$ cat src/source/videoPixelPkg.sv
/*
 Shared widths and sizes for the pixel generation RTL.
 TileSize and FifoDepth must be powers of two.
*/
`default_nettype none

package videoPixelPkg;

	//--------------------------------------------------------------------------
	// Display geometry
	//--------------------------------------------------------------------------
	// 11 bits covers up to 2048 pixels per axis
	localparam int HdisplayWidth = 11;
	localparam int VdisplayWidth = 11;

	//--------------------------------------------------------------------------
	// Color formats
	//--------------------------------------------------------------------------
	// Layer dot is ARGB 4:4:4:4 with alpha on top
	localparam int ColorDepth    = 16;
	// Output pixel is RGB 4:4:4
	localparam int OutColorDepth = 12;
	localparam int AlphaWidth    = ColorDepth - OutColorDepth;

	// Dot wipe tile edge and saturating step
	localparam int TileSize  = 16;
	localparam int TileBits  = $clog2(TileSize);
	localparam int StepWidth = TileBits + 1;

	// Both stage FIFOs
	localparam int FifoDepth      = 16;
	localparam int FifoAddrWidth  = $clog2(FifoDepth);
	localparam int FifoCountWidth = FifoAddrWidth + 1;

endpackage

`default_nettype wire
$ cat src/source/videoPixelGen.sv
/*
 Pixel generator top, one scene layer over a background color.
 iHdisplay and iVdisplay must be steady from reset on.
 oWEd marks each 12-bit pixel, read out while iCke is high.
*/
`timescale 1ns/1ps
`default_nettype none

module videoPixelGen (
	input  wire                                     iClk,
	input  wire                                     reset,
	input  wire  [videoPixelPkg::HdisplayWidth-1:0] iHdisplay,
	input  wire  [videoPixelPkg::VdisplayWidth-1:0] iVdisplay,
	input  wire  [videoPixelPkg::ColorDepth-1:0]    iColor,
	input  wire  [videoPixelPkg::OutColorDepth-1:0] iBackColor,
	input  wire                                     iCke,
	output logic [videoPixelPkg::OutColorDepth-1:0] oPixel,
	output logic                                    oWEd
);

	//--------------------------------------------------------------------------
	// Display size registers
	//--------------------------------------------------------------------------
	logic [videoPixelPkg::HdisplayWidth-1:0] hLast;
	logic [videoPixelPkg::VdisplayWidth-1:0] vLast;

	// Last column and row, one cycle after the inputs
	always_ff @(posedge iClk)
	begin
		hLast <= iHdisplay - 1'b1;
		vLast <= iVdisplay - 1'b1;
	end

	//--------------------------------------------------------------------------
	// Shared raster position
	//--------------------------------------------------------------------------
	logic [videoPixelPkg::HdisplayWidth-1:0] hPos;
	logic [videoPixelPkg::VdisplayWidth-1:0] vPos;
	logic                                    frameEnd;
	logic                                    posCke;

	pixelDrawPosition position (
		.iClk      (iClk),
		.reset     (reset),
		.iCke      (posCke),
		.iHlast    (hLast),
		.iVlast    (vLast),
		.oHpos     (hPos),
		.oVpos     (vPos),
		.oFrameEnd (frameEnd)
	);

	//--------------------------------------------------------------------------
	// Scene change layer
	//--------------------------------------------------------------------------
	logic                                 sceneFull;
	logic                                 sceneRead;
	logic [videoPixelPkg::ColorDepth-1:0] sceneDot;
	logic                                 sceneValid;
	logic                                 sceneEmpty;

	// Position holds whenever the layer FIFO has no room
	assign posCke = ~sceneFull;

	sceneChange scene (
		.iClk      (iClk),
		.reset     (reset),
		.iWrite    (posCke),
		.iHpos     (hPos),
		.iVpos     (vPos),
		.iFrameEnd (frameEnd),
		.iColor    (iColor),
		.oFull     (sceneFull),
		.iRead     (sceneRead),
		.oDot      (sceneDot),
		.oValid    (sceneValid),
		.oEmpty    (sceneEmpty)
	);

	//--------------------------------------------------------------------------
	// Merge stage and output
	//--------------------------------------------------------------------------
	logic mergeFull;
	logic mergeEmpty;
	logic pixelRead;

	// Move a dot when one is buffered and the merge can take it
	assign sceneRead = ~sceneEmpty & ~mergeFull;
	// Consumer strobe pulls the next pixel
	assign pixelRead = ~mergeEmpty & iCke;

	dotMergeToPixel merge (
		.iClk       (iClk),
		.reset      (reset),
		.iDot       (sceneDot),
		.iDotValid  (sceneValid),
		.iBackColor (iBackColor),
		.oFull      (mergeFull),
		.iRead      (pixelRead),
		.oPixel     (oPixel),
		.oValid     (oWEd),
		.oEmpty     (mergeEmpty)
	);

endmodule

`default_nettype wire

$ cat src/source/dotMergeToPixel.sv
/*
 Merges the layer dot over a background color and drops the alpha.
 oFull also covers the dot in flight, so at most one read is pending.
*/
`timescale 1ns/1ps
`default_nettype none

module dotMergeToPixel (
	input  wire                                     iClk,
	input  wire                                     reset,
	input  wire  [videoPixelPkg::ColorDepth-1:0]    iDot,
	input  wire                                     iDotValid,
	input  wire  [videoPixelPkg::OutColorDepth-1:0] iBackColor,
	output logic                                    oFull,
	input  wire                                     iRead,
	output logic [videoPixelPkg::OutColorDepth-1:0] oPixel,
	output logic                                    oValid,
	output logic                                    oEmpty
);

	logic [videoPixelPkg::AlphaWidth-1:0]    alpha;
	logic [videoPixelPkg::OutColorDepth-1:0] merged;
	logic                                    pixelFull;

	//--------------------------------------------------------------------------
	// Alpha select
	//--------------------------------------------------------------------------
	// Alpha nibble sits above the RGB bits
	assign alpha = iDot[videoPixelPkg::ColorDepth-1:videoPixelPkg::OutColorDepth];

	// Any nonzero alpha counts as opaque
	assign merged = (alpha != '0) ? iDot[videoPixelPkg::OutColorDepth-1:0] : iBackColor;

	// Busy while the pixel FIFO is full or a dot is arriving this cycle
	// (the in-flight dot needs a free slot too)
	assign oFull = pixelFull | iDotValid;

	// Pixel output buffer
	syncFifo #(
		.payloadType (logic [videoPixelPkg::OutColorDepth-1:0])
	) pixelFifo (
		.iClk   (iClk),
		.reset  (reset),
		.iWrite (iDotValid),
		.iData  (merged),
		.oFull  (pixelFull),
		.iRead  (iRead),
		.oData  (oPixel),
		.oValid (oValid),
		.oEmpty (oEmpty)
	);

endmodule

`default_nettype wire

$ cat src/source/sceneChange.sv
/*
 Dot wipe scene layer, one dot per iWrite into its own FIFO.
 The square grows one pixel per frame in every tile, up to TileSize.
 The step updates after frameEnd, so the last dot keeps the old step.
*/
`timescale 1ns/1ps
`default_nettype none

module sceneChange (
	input  wire                                     iClk,
	input  wire                                     reset,
	input  wire                                     iWrite,
	input  wire  [videoPixelPkg::HdisplayWidth-1:0] iHpos,
	input  wire  [videoPixelPkg::VdisplayWidth-1:0] iVpos,
	input  wire                                     iFrameEnd,
	input  wire  [videoPixelPkg::ColorDepth-1:0]    iColor,
	output logic                                    oFull,
	input  wire                                     iRead,
	output logic [videoPixelPkg::ColorDepth-1:0]    oDot,
	output logic                                    oValid,
	output logic                                    oEmpty
);

	logic [videoPixelPkg::StepWidth-1:0]  step;
	logic [videoPixelPkg::TileBits-1:0]   hTile;
	logic [videoPixelPkg::TileBits-1:0]   vTile;
	logic                                 lit;
	logic [videoPixelPkg::ColorDepth-1:0] dot;

	//--------------------------------------------------------------------------
	// Frame counter doubling as wipe step
	//--------------------------------------------------------------------------
	always_ff @(posedge iClk)
	begin
		if (reset)
		begin
			step <= '0;
		end
		// Saturate once the square covers the whole tile
		else if (iFrameEnd &&
			(step != videoPixelPkg::StepWidth'(videoPixelPkg::TileSize)))
		begin
			step <= step + 1'b1;
		end
	end

	//--------------------------------------------------------------------------
	// Tile membership per dot
	//--------------------------------------------------------------------------
	// Position within tile, low bits only
	assign hTile = iHpos[videoPixelPkg::TileBits-1:0];
	assign vTile = iVpos[videoPixelPkg::TileBits-1:0];

	// Lit inside the top left square of side step
	assign lit = ({1'b0, hTile} < step) & ({1'b0, vTile} < step);

	// Unlit dot is all zero, alpha 0 means transparent
	assign dot = lit ? iColor : '0;

	// Layer output buffer
	syncFifo #(
		.payloadType (logic [videoPixelPkg::ColorDepth-1:0])
	) dotFifo (
		.iClk   (iClk),
		.reset  (reset),
		.iWrite (iWrite),
		.iData  (dot),
		.oFull  (oFull),
		.iRead  (iRead),
		.oData  (oDot),
		.oValid (oValid),
		.oEmpty (oEmpty)
	);

endmodule

`default_nettype wire

$ cat src/source/pixelDrawPosition.sv
/*
 Raster position counter, advances only while iCke is high.
 iHlast and iVlast are the last column and row and must be steady.
 oFrameEnd is combinational on the last position with iCke high.
*/
`timescale 1ns/1ps
`default_nettype none

module pixelDrawPosition (
	input  wire                                     iClk,
	input  wire                                     reset,
	input  wire                                     iCke,
	input  wire  [videoPixelPkg::HdisplayWidth-1:0] iHlast,
	input  wire  [videoPixelPkg::VdisplayWidth-1:0] iVlast,
	output logic [videoPixelPkg::HdisplayWidth-1:0] oHpos,
	output logic [videoPixelPkg::VdisplayWidth-1:0] oVpos,
	output logic                                    oFrameEnd
);

	logic hLastHit;
	logic vLastHit;

	// End of line and end of frame detection
	assign hLastHit  = (oHpos == iHlast);
	assign vLastHit  = (oVpos == iVlast);
	assign oFrameEnd = iCke & hLastHit & vLastHit;

	//--------------------------------------------------------------------------
	// Horizontal then vertical count
	//--------------------------------------------------------------------------
	always_ff @(posedge iClk)
	begin
		if (reset)
		begin
			oHpos <= '0;
			oVpos <= '0;
		end
		else if (iCke)
		begin
			if (hLastHit)
			begin
				oHpos <= '0;
				// Wrap to top of screen after last row
				if (vLastHit)
					oVpos <= '0;
				else
					oVpos <= oVpos + 1'b1;
			end
			else
			begin
				oHpos <= oHpos + 1'b1;
			end
		end
	end

endmodule

`default_nettype wire

$ cat src/source/syncFifo.sv
/*
 Single clock FIFO, FifoDepth entries, depth a power of two.
 Read data appears one cycle after iRead together with an oValid pulse.
 Writes while full and reads while empty are dropped.
*/
`timescale 1ns/1ps
`default_nettype none

module syncFifo #(
	parameter type payloadType = logic [videoPixelPkg::ColorDepth-1:0]
) (
	input  wire        iClk,
	input  wire        reset,
	input  wire        iWrite,
	input  wire payloadType iData,
	output logic       oFull,
	input  wire        iRead,
	output payloadType oData,
	output logic       oValid,
	output logic       oEmpty
);

	// Storage array, no reset needed
	payloadType mem [videoPixelPkg::FifoDepth];

	logic [videoPixelPkg::FifoAddrWidth-1:0]  wrPtr;
	logic [videoPixelPkg::FifoAddrWidth-1:0]  rdPtr;
	logic [videoPixelPkg::FifoCountWidth-1:0] count;
	logic [videoPixelPkg::FifoCountWidth-1:0] countNext;
	logic                                     doWrite;
	logic                                     doRead;

	// Qualified strobes
	assign doWrite = iWrite & ~oFull;
	assign doRead  = iRead & ~oEmpty;

	// Occupancy after this cycle
	assign countNext = count
		+ videoPixelPkg::FifoCountWidth'(doWrite)
		- videoPixelPkg::FifoCountWidth'(doRead);

	//--------------------------------------------------------------------------
	// Pointers, count and status flags
	//--------------------------------------------------------------------------
	always_ff @(posedge iClk)
	begin
		if (reset)
		begin
			wrPtr  <= '0;
			rdPtr  <= '0;
			count  <= '0;
			oFull  <= 1'b0;
			oEmpty <= 1'b1;
			oValid <= 1'b0;
		end
		else
		begin
			// Pointers wrap naturally at the power-of-two depth
			if (doWrite)
				wrPtr <= wrPtr + 1'b1;
			if (doRead)
				rdPtr <= rdPtr + 1'b1;
			count  <= countNext;
			oFull  <= (countNext == videoPixelPkg::FifoCountWidth'(videoPixelPkg::FifoDepth));
			oEmpty <= (countNext == '0);
			// Valid follows the accepted read by one cycle
			oValid <= doRead;
		end
	end

	// Array write and registered read port
	always_ff @(posedge iClk)
	begin
		if (doWrite)
			mem[wrPtr] <= iData;
		if (doRead)
			oData <= mem[rdPtr];
	end

endmodule

`default_nettype wire

$ cat config.mk
export PLATFORM = sky130hd
export DESIGN_NAME = videoPixelGen
export DESIGN_NICKNAME = d
export VERILOG_FILES = /design/src/source/videoPixelPkg.sv /design/src/source/videoPixelGen.sv /design/src/source/dotMergeToPixel.sv /design/src/source/sceneChange.sv /design/src/source/pixelDrawPosition.sv /design/src/source/syncFifo.sv
export SDC_FILE = /design/constraint.sdc
export NUM_CORES = 1
export LEC_CHECK = 0
export BUFFER_PORTS_ARGS = -buffer_cell sky130_fd_sc_hd__buf_2
export CELL_PAD_IN_SITES_DETAIL_PLACEMENT = 0
export CELL_PAD_IN_SITES_GLOBAL_PLACEMENT = 1
export CORE_ASPECT_RATIO = 1.1
export CORE_UTILIZATION = 50
export DETAILED_ROUTE_END_ITERATION = 10
export GPL_ROUTABILITY_DRIVEN = 0
export PLACE_DENSITY = 0.74
export SETUP_SLACK_MARGIN = 0.5
export SLEW_MARGIN = 40
export SYNTH_ARGS = -nofsm -noshare
export SYNTH_HDL_FRONTEND = slang
export SYNTH_SLANG_ARGS = --single-unit
$ cat constraint.sdc
create_clock -name iClk -period 5.4 [get_ports iClk]
set_input_delay 1.08 -clock iClk [delete_from_list [all_inputs] [get_ports iClk]]
set_output_delay 1.08 -clock iClk [all_outputs]
set_load 0.01 [all_outputs]
==> metrics <==
Area contributors post-synth edfxtp_1 (65%), mux4_2 (14%), dfxtp_1 (7.3%); CP Capture Type flop; total chip power 11.6 mW; synthesis-to-layout area growth 14.1%; Setup violations, final 0; Buffers on Ports 65; dominant cell type by area after synthesis edfxtp_1; Avg Inst Size Synth 19.1 um2; Worst-Skew Late Latency 0.60 ns; Final Cell Area 0.0252 mm2; first-pass GRT wire length 66500 um; post-route ant nets 0; via count 10600; # fillers 3271; Leak 8.37 nW; ys flop type edfxtp_1; crit path time final 2.79 ns; yosys warns 0; Mapped Nets 1242; Initial DRC Count 679; CTS Root Cell clkbuf_16; Hold WS 0.442 ns; Finished Core Util 0.581; number of vias per cell 5.60; Area after DPL 0.0235 mm2; RSZ-0062 raised after global routing false; CTS clock-pin slew for the worst setup and hold paths 0.06 ns; final hold vios 0; DR pass1 iterations 5; top cells by count, synth edfxtp_1 (476), mux4_2 (140), dfxtp_1 (81), nor2_1 (77), xnor2_1 (41); Setup CP Type reg2reg; pwr dens 458 mW/mm2; most frequent cell after synthesis edfxtp_1; Clock Skew 0.0127 ns; CTS tree built; crit path max fanout 9; unique cell type count in the Yosys netlist 42; die width 202 um; max_cap viols 0; Max Clk Rate 358 MHz; final-report max-slew violation count 0; die height 222 um; CTS sink cnt 557; Overflow after GRT 0; CP Data Arrival Time 3.28 ns; Synth async-reset ratio 0; area of the mapped netlist 0.0221 mm2; Slowest cell on crit path nor2b_1; setup bufs post-CTS 0; maximum vdd drop 0.319 mV; die area 0.0450 mm2; Num CTS Buffers 55; CP required 5.89 ns; Post-synth EDFFs 476; number of remaining DRC errors 0; WL per Instance 23.1 um; CTS resizes 0; Initial Utilization 0.509; setup TNS 0 ns; DP Wirelength 25500 um; period utilisation layout 0.517; FF+latch count, synth 557; Hold Crit Class reg2reg; vias in the first global route 10800; Synth top area share 0.647; largest net degree at the start of global routing 43; Max H-tree Level 2; layout cells sized above 1 0.293; num rows 80; fin nets 1364; Clock Path Buffers 3; Slew headroom 0.516; status complete, no violations; I/O Pins 66; Slew @ Worst Pin 0.726 ns; slowest stage delay, CP 0.51 ns; Hold-fix buffers, CTS 0; Worst setup SP type flop; core area 0.0434 mm2; Ant. Diodes 0; post-synthesis cell count 1155; Routed WL 43900 um; initial antenna violation count 0; GRT Total Usage 0.201; crit-path cells nor2b_1, inv_1, ha_1, inv_1, ha_1, fa_1, a21o_1, a21oi_1, xnor2_1, nor2_1, and2_1; sequential share of the synthesized area 0.720
==> power by group <==
part / total (mW) / switching [mW] / internal [mW]
clock: 3.63 / 1.57 / 2.06
sequential: 5.68 / 0.243 / 5.44
combinational: 2.25 / 1.18 / 1.07
total: 11.6 / 2.99 / 8.57
==> worst max-delay path: cells and delay by family, from the launching register on <==
kind,cells,cell delay [ns]
AOI/OAI and AO/OA,2,0.34
xor gates and xnor gates,1,0.16
adders and majority gates,3,0.92
buffers and inverters,2,0.14
DFF,1,0.36
and+or+nand+nor,3,0.77
==> worst paths after layout <==
| path | startpoint | endpoint | slack [ns] | cells after the start |
|---|---|---|---|---|
| worst min-delay path | scene.dotFifo.oEmpty | scene.dotFifo.oValid | 0.44 | 1 |
| worst max register to register | scene.dotFifo.oValid | merge.pixelFifo.oFull | 2.61 | 11 |
| worst max-delay path | scene.dotFifo.oValid | merge.pixelFifo.oFull | 2.61 | 11 |
| worst min register to register | scene.dotFifo.oEmpty | scene.dotFifo.oValid | 0.44 | 1 |
==> registers in the layout, indices dropped and copies added, names as in the netlist, 5 cells and up <==
register               cells
hLast                     11
merge.pixelFifo.count      5
vLast                     11
merge.pixelFifo.oData     12
scene.step                 5
scene.dotFifo.count        5
scene.dotFifo.oData       16
scene.dotFifo.mem        256
merge.pixelFifo.mem      192
position.oHpos            11
position.oVpos            11
==> per-stage QoR <==
stage                     setup slack (ns)  std cells
after floorplan                       1.78       1155
after global placement                2.07       1787
after detailed placement              2.04       1794
after CTS                             2.58       1896
after global routing                  2.38       1896
final                                 2.61       1896
==> cells by family after synthesis <==
family	share of synthesized area
compound gates	0.0101
buf+inv	0.0153
mux	0.154
flops	0.720
simple gates	0.0480
fa+ha+maj	0.0199
xor+xnor	0.0327
==> cell type report <==
cell class / count / area [um2] / area share
flip-flops and latches: 557 / 15900 / 0.631
well taps: 574 / 718 / 0.0285
repair buffers: 115 / 761 / 0.0302
multi-input cells: 513 / 5970 / 0.237
clock inverters: 39 / 312 / 0.0124
inverters: 35 / 131 / 0.00521
clock buffers: 63 / 1410 / 0.0558
==> layer usage <==
metal / wire [um] / up-vias / track usage
li1: - / 4808 / -
met3: 1990 / 64 / 0.0329
met4: 864 / 0 / 0.0483
met2: 22800 / 252 / 0.351
met1: 18200 / 5486 / 0.263
met5: 0 / - / 0
==> layout by cell type, fill, tap and decap left out, drive strengths merged, types with 6 or more instances in the layout <==
cell type  instances
nand2             25
and2               8
nand3              8
mux2              16
clkbuf            63
nand4             12
nor4              19
a21boi            16
ha                32
mux4             140
a21oi              6
xnor2             44
nor2              77
clkinvlp           6
mux2i              6
clkinv            27
xor2              36
and3              14
dfxtp             81
buf              115
a21o               7
nor2b             10
inv               37
nor3              13
edfxtp           476
Power figures use the tool's default switching activity.
